===== src/rtl/mem_pkg.sv =====
// ********************************************************************
// memory side definitions for the store streamer
// widths of the 64-bit memory port and the two-view address word
// ********************************************************************
`default_nettype none

package mem_pkg;

  localparam int unsigned ADDR_W   = 32;       // byte address
  localparam int unsigned MEM_DW   = 64;       // one memory word
  localparam int unsigned MEM_BE_W = MEM_DW/8; // byte enables

  // word index plus byte offset inside a 32-bit lane
  typedef struct packed {
    logic [ADDR_W-3:0] word_idx;
    logic [1:0]        byte_off;
  } mem_word_addr_t;

  // one address word, read as raw bytes or as index/offset
  typedef union packed {
    logic [ADDR_W-1:0] raw;
    mem_word_addr_t    w;
  } mem_addr_t;

endpackage

`default_nettype wire


===== src/rtl/streamer_pkg.sv =====
// ********************************************************************
// stream side definitions for the store streamer
// beat widths, pattern field width and controller states
// ********************************************************************
`default_nettype none

package streamer_pkg;

  localparam int unsigned STREAM_DW   = 32;          // stream beat
  localparam int unsigned STREAM_BE_W = STREAM_DW/8; // strobes per beat
  localparam int unsigned LEN_W       = 16;          // length / count fields

  // controller states
  typedef enum logic [1:0] {
    IDLE    = 2'b00, // waiting for start
    WORKING = 2'b01, // generator still issuing
    DRAIN   = 2'b10  // generator finished, sink catching up
  } streamer_state_t;

endpackage

`default_nettype wire


===== src/rtl/store_addr_gen.sv =====
// ********************************************************************
// two-level address pattern generator
// one byte address per accepted push, rows restart on the outer stride
// ********************************************************************
`default_nettype none

module store_addr_gen #(
  parameter int unsigned TRANS_CNT = 16
) (
  input  logic                           clk_i,
  input  logic                           rst_ni,
  input  logic                           clear_i,
  input  logic                           enable_i,
  input  logic                           start_i,
  input  logic [mem_pkg::ADDR_W-1:0]     base_addr_i,
  input  logic [streamer_pkg::LEN_W-1:0] tot_len_i,
  input  logic [streamer_pkg::LEN_W-1:0] d0_len_i,
  input  logic [mem_pkg::ADDR_W-1:0]     d0_stride_i,
  input  logic [mem_pkg::ADDR_W-1:0]     d1_stride_i,
  output mem_pkg::mem_addr_t             addr_o,
  output logic                           addr_valid_o,
  input  logic                           addr_ready_i,
  output logic                           finished_o
);

  logic                           active_q;    // pattern latched
  logic [TRANS_CNT-1:0]           trans_cnt_q; // accepted addresses
  logic [streamer_pkg::LEN_W-1:0] inner_cnt_q; // position in row
  mem_pkg::mem_addr_t             addr_q;
  logic [mem_pkg::ADDR_W-1:0]     outer_q;     // start of current row
  logic [streamer_pkg::LEN_W-1:0] tot_len_q;
  logic [streamer_pkg::LEN_W-1:0] d0_len_q;
  logic [mem_pkg::ADDR_W-1:0]     d0_stride_q;
  logic [mem_pkg::ADDR_W-1:0]     d1_stride_q;
  logic                           all_issued;
  logic                           push;
  logic                           row_end;

  assign all_issued   = (trans_cnt_q == TRANS_CNT'(tot_len_q));
  assign addr_valid_o = enable_i & active_q & ~all_issued; // frozen when disabled
  assign push         = addr_valid_o & addr_ready_i;
  assign row_end      = (inner_cnt_q == d0_len_q - 1'b1);  // last beat of a row
  assign addr_o       = addr_q;
  assign finished_o   = active_q & all_issued;

  // counters and activity
  always_ff @(posedge clk_i or negedge rst_ni) begin
    if (!rst_ni) begin
      active_q    <= 1'b0;
      trans_cnt_q <= '0;
      inner_cnt_q <= '0;
    end else if (clear_i) begin
      active_q    <= 1'b0;
      trans_cnt_q <= '0;
      inner_cnt_q <= '0;
    end else if (enable_i) begin
      if (start_i) begin
        active_q    <= 1'b1;
        trans_cnt_q <= '0;
        inner_cnt_q <= '0;
      end else if (push) begin
        trans_cnt_q <= trans_cnt_q + 1'b1;
        inner_cnt_q <= row_end ? '0 : inner_cnt_q + 1'b1;
      end
    end
  end

  // pattern fields and running address
  always_ff @(posedge clk_i) begin
    if (enable_i) begin
      if (start_i) begin
        tot_len_q   <= tot_len_i;
        d0_len_q    <= d0_len_i;
        d0_stride_q <= d0_stride_i;
        d1_stride_q <= d1_stride_i;
        outer_q     <= base_addr_i;
        addr_q.raw  <= base_addr_i; // first address offered next cycle
      end else if (push) begin
        if (row_end) begin
          // jump to the next row
          outer_q    <= outer_q + d1_stride_q;
          addr_q.raw <= outer_q + d1_stride_q;
        end else begin
          addr_q.raw <= addr_q.raw + d0_stride_q; // step inside the row
        end
      end
    end
  end

endmodule

`default_nettype wire


===== src/rtl/word_fifo.sv =====
// ********************************************************************
// circular FIFO with valid/ready push and pop, one cycle latency
// ********************************************************************
`default_nettype none

module word_fifo #(
  parameter int unsigned DATA_WIDTH = 32,
  parameter int unsigned DEPTH      = 2
) (
  input  logic                  clk_i,
  input  logic                  rst_ni,
  input  logic                  clear_i,
  input  logic                  push_valid_i,
  input  logic [DATA_WIDTH-1:0] push_data_i,
  output logic                  push_ready_o,
  output logic                  pop_valid_o,
  output logic [DATA_WIDTH-1:0] pop_data_o,
  input  logic                  pop_ready_i
);

  localparam int unsigned PTR_W = (DEPTH > 1) ? $clog2(DEPTH) : 1;
  localparam int unsigned CNT_W = $clog2(DEPTH + 1);

  logic [DATA_WIDTH-1:0] mem_q [DEPTH];
  logic [PTR_W-1:0]      wr_ptr_q;
  logic [PTR_W-1:0]      rd_ptr_q;
  logic [CNT_W-1:0]      count_q; // occupancy
  logic                  push;
  logic                  pop;

  assign push_ready_o = (count_q != CNT_W'(DEPTH)); // low when full
  assign pop_valid_o  = (count_q != '0);
  assign pop_data_o   = mem_q[rd_ptr_q];
  assign push         = push_valid_i & push_ready_o;
  assign pop          = pop_valid_o & pop_ready_i;

  always_ff @(posedge clk_i or negedge rst_ni) begin
    if (!rst_ni) begin
      wr_ptr_q <= '0;
      rd_ptr_q <= '0;
      count_q  <= '0;
    end else if (clear_i) begin
      wr_ptr_q <= '0;
      rd_ptr_q <= '0;
      count_q  <= '0;
    end else begin
      if (push) begin
        wr_ptr_q <= (wr_ptr_q == PTR_W'(DEPTH - 1)) ? '0 : wr_ptr_q + 1'b1; // wrap
      end
      if (pop) begin
        rd_ptr_q <= (rd_ptr_q == PTR_W'(DEPTH - 1)) ? '0 : rd_ptr_q + 1'b1;
      end
      count_q <= count_q + CNT_W'(push) - CNT_W'(pop);
    end
  end

  // storage
  always_ff @(posedge clk_i) begin
    if (push) begin
      mem_q[wr_ptr_q] <= push_data_i;
    end
  end

endmodule

`default_nettype wire


===== src/rtl/store_sink.sv =====
// ********************************************************************
// store sink: joins generated addresses with stream beats, aligns them
// into 64-bit words and issues them on the memory port
// ********************************************************************
`default_nettype none

module store_sink #(
  parameter int unsigned TRANS_CNT         = 16,
  parameter int unsigned MISALIGNED_ACCESS = 1,
  parameter int unsigned REQ_FIFO_DEPTH    = 2
) (
  input  logic                                 clk_i,
  input  logic                                 rst_ni,
  input  logic                                 clear_i,
  input  logic                                 enable_i,
  input  logic                                 start_i,
  input  logic [mem_pkg::ADDR_W-1:0]           base_addr_i,
  input  logic [streamer_pkg::LEN_W-1:0]       tot_len_i,
  input  logic [streamer_pkg::LEN_W-1:0]       d0_len_i,
  input  logic [mem_pkg::ADDR_W-1:0]           d0_stride_i,
  input  logic [mem_pkg::ADDR_W-1:0]           d1_stride_i,
  input  logic                                 stream_valid_i,
  input  logic [streamer_pkg::STREAM_DW-1:0]   stream_data_i,
  input  logic [streamer_pkg::STREAM_BE_W-1:0] stream_strb_i,
  output logic                                 stream_ready_o,
  output logic                                 mem_req_o,
  output logic [mem_pkg::ADDR_W-1:0]           mem_addr_o,
  output logic [mem_pkg::MEM_DW-1:0]           mem_data_o,
  output logic [mem_pkg::MEM_BE_W-1:0]         mem_be_o,
  input  logic                                 mem_gnt_i,
  output logic                                 ready_start_o,
  output logic                                 done_o
);

  localparam int unsigned IDX_W = mem_pkg::ADDR_W - 2;
  localparam int unsigned REQ_W = IDX_W + mem_pkg::MEM_DW + mem_pkg::MEM_BE_W;
  localparam int unsigned PAD_D = mem_pkg::MEM_DW - streamer_pkg::STREAM_DW;
  localparam int unsigned PAD_B = mem_pkg::MEM_BE_W - streamer_pkg::STREAM_BE_W;

  streamer_pkg::streamer_state_t  state_q, state_d;
  logic                           gen_start, gen_clr, gen_finished;
  logic                           pattern_end; // drain complete
  mem_pkg::mem_addr_t             gen_addr, addr_pop;
  logic                           gen_valid, gen_ready;
  logic                           addr_pop_valid;
  logic                           busy;
  logic                           beat_ok;     // beat + address consumed
  logic [TRANS_CNT-1:0]           cnt_q;
  logic [streamer_pkg::LEN_W-1:0] tot_len_q;
  logic                           done_q;
  logic [mem_pkg::MEM_DW-1:0]     data_aligned;
  logic [mem_pkg::MEM_BE_W-1:0]   be_aligned;
  logic                           req_valid, req_ready;
  logic [REQ_W-1:0]               req_word, req_out;
  logic [IDX_W-1:0]               out_word_idx;

  assign gen_clr = clear_i | pattern_end;

  store_addr_gen #(
    .TRANS_CNT ( TRANS_CNT )
  ) i_addr_gen (
    .clk_i        ( clk_i        ),
    .rst_ni       ( rst_ni       ),
    .clear_i      ( gen_clr      ),
    .enable_i     ( enable_i     ),
    .start_i      ( gen_start    ),
    .base_addr_i  ( base_addr_i  ),
    .tot_len_i    ( tot_len_i    ),
    .d0_len_i     ( d0_len_i     ),
    .d0_stride_i  ( d0_stride_i  ),
    .d1_stride_i  ( d1_stride_i  ),
    .addr_o       ( gen_addr     ),
    .addr_valid_o ( gen_valid    ),
    .addr_ready_i ( gen_ready    ),
    .finished_o   ( gen_finished )
  );

  // decouples generator from store path
  word_fifo #(
    .DATA_WIDTH ( mem_pkg::ADDR_W ),
    .DEPTH      ( 2               )
  ) i_addr_fifo (
    .clk_i        ( clk_i          ),
    .rst_ni       ( rst_ni         ),
    .clear_i      ( clear_i        ),
    .push_valid_i ( gen_valid      ),
    .push_data_i  ( gen_addr       ),
    .push_ready_o ( gen_ready      ),
    .pop_valid_o  ( addr_pop_valid ),
    .pop_data_o   ( addr_pop       ),
    .pop_ready_i  ( beat_ok        )
  );

  // byte lane placement
  if (MISALIGNED_ACCESS != 0) begin : g_misaligned
    assign data_aligned = {{PAD_D{1'b0}}, stream_data_i} << {addr_pop.w.byte_off, 3'b000};
    assign be_aligned   = {{PAD_B{1'b0}}, stream_strb_i} << addr_pop.w.byte_off;
  end else begin : g_aligned
    assign data_aligned = {{PAD_D{1'b0}}, stream_data_i}; // lanes 0..3 only
    assign be_aligned   = {{PAD_B{1'b0}}, stream_strb_i};
  end

  // request gated off in IDLE and while frozen
  assign busy           = (state_q != streamer_pkg::IDLE) & enable_i;
  assign req_valid      = busy & stream_valid_i & addr_pop_valid;
  assign stream_ready_o = ~stream_valid_i | (busy & req_ready & addr_pop_valid);
  assign beat_ok        = stream_valid_i & stream_ready_o; // pops address too
  assign req_word       = {addr_pop.w.word_idx, data_aligned, be_aligned};

  if (REQ_FIFO_DEPTH > 0) begin : g_req_fifo
    word_fifo #(
      .DATA_WIDTH ( REQ_W          ),
      .DEPTH      ( REQ_FIFO_DEPTH )
    ) i_req_fifo (
      .clk_i        ( clk_i     ),
      .rst_ni       ( rst_ni    ),
      .clear_i      ( clear_i   ),
      .push_valid_i ( req_valid ),
      .push_data_i  ( req_word  ),
      .push_ready_o ( req_ready ),
      .pop_valid_o  ( mem_req_o ),
      .pop_data_o   ( req_out   ),
      .pop_ready_i  ( mem_gnt_i )
    );
  end else begin : g_req_direct
    assign mem_req_o = req_valid;
    assign req_ready = mem_gnt_i; // store goes straight to the port
    assign req_out   = req_word;
  end

  assign {out_word_idx, mem_data_o, mem_be_o} = req_out;
  assign mem_addr_o = {out_word_idx, 2'b00}; // word aligned

  // controller
  always_comb begin
    state_d     = state_q;
    gen_start   = 1'b0;
    pattern_end = 1'b0;
    case (state_q)
      streamer_pkg::IDLE: begin
        if (start_i) begin
          state_d   = streamer_pkg::WORKING;
          gen_start = 1'b1; // generator latches pattern now
        end
      end
      streamer_pkg::WORKING: begin
        if (gen_finished) state_d = streamer_pkg::DRAIN;
      end
      streamer_pkg::DRAIN: begin
        if (cnt_q == TRANS_CNT'(tot_len_q)) begin
          state_d     = streamer_pkg::IDLE;
          pattern_end = enable_i;
        end
      end
      default: state_d = streamer_pkg::IDLE;
    endcase
  end

  assign ready_start_o = (state_q == streamer_pkg::IDLE);
  assign done_o        = done_q;

  always_ff @(posedge clk_i or negedge rst_ni) begin
    if (!rst_ni) begin
      state_q <= streamer_pkg::IDLE;
      cnt_q   <= '0;
      done_q  <= 1'b0;
    end else if (clear_i) begin
      state_q <= streamer_pkg::IDLE;
      cnt_q   <= '0;
      done_q  <= 1'b0;
    end else if (enable_i) begin
      state_q <= state_d;
      done_q  <= pattern_end; // one-cycle pulse
      if (pattern_end) cnt_q <= '0;
      else if (beat_ok) cnt_q <= cnt_q + 1'b1; // consumed addresses
    end
  end

  // pattern length, compared during drain
  always_ff @(posedge clk_i) begin
    if (enable_i && gen_start) begin
      tot_len_q <= tot_len_i;
    end
  end

endmodule

`default_nettype wire


===== src/rtl/store_streamer_top.sv =====
// ********************************************************************
// store streamer top level, sets the sink parameters
// ********************************************************************
`default_nettype none

module store_streamer_top #(
  parameter int unsigned TRANS_CNT         = 16,
  parameter int unsigned MISALIGNED_ACCESS = 1,
  parameter int unsigned REQ_FIFO_DEPTH    = 2
) (
  input  logic                                 clk_i,
  input  logic                                 rst_ni,
  input  logic                                 clear_i,
  input  logic                                 enable_i,
  input  logic                                 start_i,
  input  logic [mem_pkg::ADDR_W-1:0]           base_addr_i,
  input  logic [streamer_pkg::LEN_W-1:0]       tot_len_i,
  input  logic [streamer_pkg::LEN_W-1:0]       d0_len_i,
  input  logic [mem_pkg::ADDR_W-1:0]           d0_stride_i,
  input  logic [mem_pkg::ADDR_W-1:0]           d1_stride_i,
  input  logic                                 stream_valid_i,
  input  logic [streamer_pkg::STREAM_DW-1:0]   stream_data_i,
  input  logic [streamer_pkg::STREAM_BE_W-1:0] stream_strb_i,
  output logic                                 stream_ready_o,
  output logic                                 mem_req_o,
  output logic [mem_pkg::ADDR_W-1:0]           mem_addr_o,
  output logic [mem_pkg::MEM_DW-1:0]           mem_data_o,
  output logic [mem_pkg::MEM_BE_W-1:0]         mem_be_o,
  input  logic                                 mem_gnt_i,
  output logic                                 ready_start_o,
  output logic                                 done_o
);

  store_sink #(
    .TRANS_CNT         ( TRANS_CNT         ),
    .MISALIGNED_ACCESS ( MISALIGNED_ACCESS ),
    .REQ_FIFO_DEPTH    ( REQ_FIFO_DEPTH    )
  ) i_sink (
    .clk_i          ( clk_i          ),
    .rst_ni         ( rst_ni         ),
    .clear_i        ( clear_i        ),
    .enable_i       ( enable_i       ),
    .start_i        ( start_i        ),
    .base_addr_i    ( base_addr_i    ),
    .tot_len_i      ( tot_len_i      ),
    .d0_len_i       ( d0_len_i       ),
    .d0_stride_i    ( d0_stride_i    ),
    .d1_stride_i    ( d1_stride_i    ),
    .stream_valid_i ( stream_valid_i ),
    .stream_data_i  ( stream_data_i  ),
    .stream_strb_i  ( stream_strb_i  ),
    .stream_ready_o ( stream_ready_o ),
    .mem_req_o      ( mem_req_o      ),
    .mem_addr_o     ( mem_addr_o     ),
    .mem_data_o     ( mem_data_o     ),
    .mem_be_o       ( mem_be_o       ),
    .mem_gnt_i      ( mem_gnt_i      ),
    .ready_start_o  ( ready_start_o  ),
    .done_o         ( done_o         )
  );

endmodule

`default_nettype wire


===== config.mk =====
export PLATFORM = sky130hd
export DESIGN_NAME = store_streamer_top
export DESIGN_NICKNAME = d
export VERILOG_FILES = /design/src/rtl/mem_pkg.sv /design/src/rtl/streamer_pkg.sv /design/src/rtl/store_addr_gen.sv /design/src/rtl/word_fifo.sv /design/src/rtl/store_sink.sv /design/src/rtl/store_streamer_top.sv
export SDC_FILE = /design/constraint.sdc
export NUM_CORES = 1
export LEC_CHECK = 0
export BUFFER_PORTS_ARGS = -buffer_cell sky130_fd_sc_hd__buf_2
export CAP_MARGIN = 20
export CORE_MARGIN = 1.5
export CORE_UTILIZATION = 35
export CTS_BUF_LIST = sky130_fd_sc_hd__clkbuf_2
export DETAILED_ROUTE_END_ITERATION = 7
export PLACE_DENSITY = 0.6
export SLEW_MARGIN = 20
export SYNTH_ARGS = -nofsm -noshare
export SYNTH_HDL_FRONTEND = slang
export SYNTH_HIERARCHICAL = 1
export SYNTH_SLANG_ARGS = --single-unit

===== constraint.sdc =====
create_clock -name clk_i -period 10.72 [get_ports clk_i]
set_clock_uncertainty 0.15 [all_clocks]
set_input_delay 2.144 -clock clk_i [delete_from_list [all_inputs] [get_ports clk_i]]
set_output_delay 2.144 -clock clk_i [all_outputs]
set_load 0.05 [all_outputs]

==> results of run 1 <==
[routing by layer]
| layer | vias up | GRT usage, % | share of wire (%) |
|---|---|---|---|
| met1 | 7549 | 21.27 | 45 |
| met5 | - | 0 | 0 |
| met3 | 117 | 4.784 | 6.4 |
| li1 | 7565 | - | - |
| met2 | 481 | 26.22 | 46 |
| met4 | 0 | 7.151 | 2.6 |
[state kept, by name (all words and copies together) (netlist names), 16 cells and up]
register	count
i_sink/i_addr_gen/tot_len_q	16
i_sink/i_addr_gen/d1_stride_q	32
i_sink/i_addr_gen/d0_len_q	16
i_sink/i_addr_gen/trans_cnt_q	16
i_sink/i_addr_gen/inner_cnt_q	16
i_sink/i_addr_gen/addr_o	32
i_sink/i_addr_fifo/mem_q	64
i_sink/i_addr_gen/outer_q	32
i_sink/g_req_fifo.i_req_fifo/mem_q	204
i_sink/cnt_q	16
i_sink/i_addr_gen/d0_stride_q	32
i_sink/tot_len_q	16
[cells by family (layout without fill, tap and decap cells)]
family | Yosys count | count (layout) | share of synthesized area [%]
flip-flops | 504 | 504 | 61.77
AND/OR/NAND/NOR | 480 | 480 | 9.868
AO/OA/AOI/OAI | 319 | 319 | 8.399
multiplexers | 189 | 189 | 9.081
XOR/XNOR | 135 | 135 | 4.924
buffers and inverters | 96 | 557 | 2.126
adder cells (fa/ha/maj) | 72 | 72 | 3.814
other | 1 | 21 | 0.01562
[final cells by class]
| cell class | count | area [sq um] |
|---|---|---|
| Fill cell | 6462 | 39940 |
| Sequential cell | 504 | 14840 |
| Tap cell | 873 | 1092 |
| Inverter | 37 | 138.9 |
| Multi-Input combinational cell | 1215 | 8766 |
| Clock buffer | 187 | 935.9 |
| Timing Repair Buffer | 289 | 1491 |
| Antenna cell | 1 | 2.502 |
| Clock inverter | 44 | 304.0 |
[path summary, 6_finish.rpt]
kind | end | slack [ns] | depth (start not counted)
worst min register to register | i_sink/i_addr_fifo/mem_q[0][10]$_DFFE_PP_ | 0.37 | 0
worst max-delay path | mem_data_o[51] | 4.92 | 3
worst min-delay path | i_sink/i_addr_fifo/mem_q[0][10]$_DFFE_PP_ | 0.37 | 0
worst max register to register | i_sink/i_addr_gen/trans_cnt_q[13]$_DFFE_PN0P_ | 6.38 | 10
min in group asynchronous | i_sink/i_addr_gen/inner_cnt_q[3]$_DFFE_PN0P_ | 0.90 | 2
max in group asynchronous | i_sink/g_req_fifo.i_req_fifo/rd_ptr_q$_DFFE_PN0P_ | 8.84 | 2
[where the power goes]
group	internal, W	switching [W]	total, W
Sequential	0.00221	0.0000433	0.00225
Clock	0.000572	0.000804	0.00138
Combinational	0.000247	0.000455	0.000702
[synthesized netlist by cell type, types with 6 or more instances]
master / n
nand2b_1: 17
or4_1: 6
nor4_1: 11
inv_1: 35
nor2_1: 130
xor2_1: 84
a21o_1: 35
buf_2: 11
nand2_1: 127
and2_1: 22
o21ai_0: 97
nor3_1: 20
nand3_1: 47
mux2i_1: 45
mux2_2: 115
xnor2_1: 51
o21a_1: 16
or2_2: 6
a21oi_1: 73
or3_1: 12
o211ai_1: 12
edfxtp_1: 444
nand4_1: 17
a211oi_1: 7
dfrtp_1: 60
nor2b_1: 11
clkbuf_1: 29
mux2_4: 29
a31oi_1: 19
and3_1: 28
ha_1: 70
buf_6: 10
o31ai_1: 14
[metrics by stage]
step                      hold slack [ns]  std cells
after floorplan                    0.3021       1815
after global placement             0.3507       2917
after detailed placement           0.3490       2918
after CTS                          0.3576       3149
after global routing               0.3789       3150
final                              0.3746       3150
==> results.tsv, run 1 <==
metric	value	unit
synth_edf_count	444	
min_from	i_sink/i_addr_gen/addr_o[10]$_DFFE_PP_	
cts.repair.resized	0	
die_area	70190	sq um
finalSetupTns	0	ns
final_nets	2426	
drv_cap	0	
routabilityCongestion	0.8430	
final_core_util	40.84	%
hold_viol_final	0	
synth-async-reset-ratio	11.90	%
die-width	264.9	microns
fin_area	27570	sq um
htreeDepth	4	
layout-drive-gt1-share	29.61	%
yosysTopAreaCell	edfxtp_1	
initial_core_util	35.57	%
core_area	67510	sq um
yosys_register_bits	504	
peakVddDrop	0.00007913	V
drt_iter0_drc	905	
ys.flop_type	edfxtp_1	
clk_path_buf_depth	3	
fin_crit	5.798	ns
ys_types	84	
syn_area_per_cell	13.37	sq um
cp.required	8.43	ns
synth_top_area_share	55.52	%
path_class	flip-flop to output port	
setup.worst_path.end_class	output port	
arrival	3.50	ns
wl_per_cell	18.46	microns
critPathMaxFanout	64	
postRouteAntennaNets	0	
io-pin-count	279	
crit_start	i_sink/g_req_fifo.i_req_fifo/rd_ptr_q$_DFFE_PN0P_	
cts_num_sinks	504	
final_cell_mix	edfxtp_1, buf_2, clkbuf_2, nor2_1, nand2_1	
fin_ws	4.922	ns
wl	58160	microns
ys_seq_area_share	61.77	%
hp-class	flip-flop to flip-flop	
synthCells	1796	
cp_cell_sequence	buf_4, mux2_2, buf_2	
grt_pass1_wl	89650	microns
leakage	10.86	nW
slowest_delay	0.78	ns
post-place-ws	4.853	ns
root_buffer	clkbuf_2	
power.density	156.9	nW/um^2
antenna_found_initial	1	
synth_top_cells_by_area	edfxtp_1, dfrtp_1, mux2_2, ha_1, xor2_1	
dr.pass1.iters	6	
r2r-start	i_sink/state_q[1]$_DFFE_PN0P_	
vias	15710	
worst_pin_slew	0.9744	ns
post_cts_buffers	0	
rsz0062_at_grt	false	
clk_pin_slew	0.11	ns
fmaxAchievable	0.1725	GHz
cp_top_family	buffers and inverters	
setup_viol	0	
grt-ovfl-total	0	
dpl_cell_area	26320	sq um
final_common_cell	edfxtp_1	
grt_pass1_vias	16040	
port_buffers	276	
area_growth	14.81	%
syn_area	24010	sq um
dieHeight	264.9	microns
slew_headroom	34.64	%
total_power	0.004327	W
dp.final_hpwl	41500	microns
yosys_warnings	6	
placementRows	95	
via_per_inst	4.988	
grt_max_degree	81	
gr-usage-all-layers	16.61	%
clock_latency	1.23	ns
cts_tree	built	
startpoint_type	flip-flop	
drc_errors	0	
hold_buffers	0	
fin_crit_sh	54.09	%
critical_path_buf_inv_count	2	
cts_buffers	136	
drv_slew	0	
cp_slowest_cell	buf_4	
status	complete, no violations	
(Power assumes the default switching activity.)
==> run 2: changes to the inputs <==
==> constraint.sdc (replaced) <==
create_clock -name clk_i -period 5.6 [get_ports clk_i]
set_clock_uncertainty 0.15 [all_clocks]
set_input_delay 1.12 -clock clk_i [delete_from_list [all_inputs] [get_ports clk_i]]
set_output_delay 1.12 -clock clk_i [all_outputs]
set_load 0.05 [all_outputs]
==> run 2 against run 1 <==
Compared with the run above: design area up 6.5%; combinational power is 110% higher; largest power group unchanged; critical path depth is the same; wire length increased by 2.7%; non-clock buffer count up 176; highest routed layer unchanged; core utilization increased by 2.7 points; largest cell class unchanged; register-to-register slack got worse by 5.0 ns; die area unchanged; power up 94%; clock power rose by 93%.
==> results.tsv, run 2 (same netlist as run 1, synthesis figures left out) <==
metric	value	unit
status	complete, no violations	
fin_crit_sh	81.78	%
slew_headroom	33.36	%
placed_cells	2920	
drt_iter0_drc	1119	
finalSetupTns	0	ns
grt-ovfl-total	0	
grt_max_degree	103	
wl	59730	microns
worst_pin_slew	0.9976	ns
largest_reg_flops	204	
antenna_found_initial	1	
via_per_inst	4.975	
grt_pass1_wl	92610	microns
startpoint_type	flip-flop	
cts_buffers	140	
instances_no_fill	3337	
setup_viol	0	
sw_frac_of_total	30.19	%
final_nets	2606	
drc_errors	0	
fin_crit	4.580	ns
switchingPower	0.002540	W
die_area	70190	sq um
cts.repair.resized	0	
reg_top3	i_sink/g_req_fifo.i_req_fifo/mem_q x204, i_sink/i_addr_fifo/mem_q x64	
pwr-share-clk	31.6	%
clk_pin_slew	0.10	ns
placementRows	95	
rsz0062_at_grt	false	
dr.pass1.iters	6	
layout-drive-gt1-share	28.01	%
postRouteAntennaNets	0	
final_cell_mix	edfxtp_1, buf_2, clkbuf_2, dlygate4sd3_1, nor2_1	
cts_num_sinks	504	
pwr-share-seq	51.3	%
area_growth	22.27	%
peakVddDrop	0.0001492	V
htreeDepth	4	
grt_pass1_vias	16980	
clk_path_buf_depth	3	
root_buffer	clkbuf_2	
vias	16600	
fmaxAchievable	0.2184	GHz
routabilityCongestion	0.8833	
dieHeight	264.9	microns
drv_cap	0	
drv_slew	0	
clock_latency	1.21	ns
critPathMaxFanout	51	
hp-class	input pin to flip-flop	
initial_core_util	35.57	%
final_core_util	43.49	%
cp.required	4.33	ns
hold_viol_final	0	
wl_per_cell	17.90	microns
p_int	0.005875	W
cts_tree	built	
dp.final_hpwl	40520	microns
final_common_cell	edfxtp_1	
power.density	286.6	nW/um^2
p_comb_share	17.1	%
top_register	i_sink/g_req_fifo.i_req_fifo/mem_q	
path_class	flip-flop to output port	
core_area	67510	sq um
gr-usage-all-layers	17.03	%
arrival	3.31	ns
die-width	264.9	microns
setup.worst_path.end_class	output port	
leakage	11.65	nW
io-pin-count	279	
port_buffers	276	
[run 2: routing by layer]
metal,share of wire (%),global-route usage [%],up-vias
met4,2.8,7.506,0
li1,-,-,7961
met1,44,21.70,7952
met5,0,0,-
met3,6.5,4.598,119
met2,46,27.15,571
[run 2: final timing paths]
path | start | end | slack, ns | cells past startpoint
max in group asynchronous | rst_ni | i_sink/g_req_fifo.i_req_fifo/rd_ptr_q$_DFFE_PN0P_ | 4.21 | 3
min in group asynchronous | rst_ni | i_sink/i_addr_gen/inner_cnt_q[1]$_DFFE_PN0P_ | 0.43 | 3
hold reg to reg | i_sink/i_addr_gen/addr_o[14]$_DFFE_PP_ | i_sink/i_addr_fifo/mem_q[1][14]$_DFFE_PP_ | 0.36 | 0
hold / removal | stream_data_i[21] | i_sink/g_req_fifo.i_req_fifo/mem_q[1][53]$_DFFE_PP_ | 0.27 | 3
setup / recovery | i_sink/g_req_fifo.i_req_fifo/rd_ptr_q$_DFFE_PN0P_ | mem_data_o[35] | 1.02 | 3
setup reg to reg | i_sink/i_addr_gen/d0_len_q[2]$_DFFE_PP_ | i_sink/i_addr_gen/addr_o[21]$_DFFE_PP_ | 1.42 | 9
[run 2: repair_timing]
| action | 4_1_cts | 5_1_grt |
|---|---|---|
| buffers inserted | 0 | 0 |
| hold endpoints to repair | 342 | 0 |
| hold buffers | 174 | 0 |
[run 2: area by class of cell]
| class | count | area, sq um |
|---|---|---|
| diodes | 1 | 2.502 |
| clock buffers | 197 | 985.9 |
| clock inverters | 45 | 284.0 |
| fillers | 6315 | 38150 |
| inverters | 37 | 138.9 |
| multi-input cells | 1215 | 8760 |
| flip-flops and latches | 504 | 14840 |
| well taps | 873 | 1092 |
| repair buffers | 465 | 3261 |
[run 2: per-stage QoR]
step	hold WS, ns	power, W	setup slack [ns]	area, sq um
2_1_floorplan	0.3021	0.005353	0.3198	24090
3_3_place_gp	0.3468	0.005713	1.580	26350
3_5_place_dp	0.3518	0.005736	1.419	26350
4_1_cts	0.01478	0.008578	0.6924	29360
5_1_grt	0.1068	0.008882	0.6871	29360
6_report	0.2750	0.008415	1.020	29360
[run 2: power groups by stage]
stage,Sequential (W),Clock [W],Combinational [W]
floorplan,0.00434,0,0.00101
global placement,0.00440,0,0.00131
detailed placement,0.00440,0,0.00133
CTS,0.00432,0.00282,0.00144
global route,0.00433,0.00299,0.00156
finish,0.00432,0.00266,0.00144
[run 2: worst max-delay path, stage by stage, from the launching register on]
cell and delay, ns:
dfrtp_4 0.92, buf_4 0.49, mux2_2 0.42, buf_2 0.22
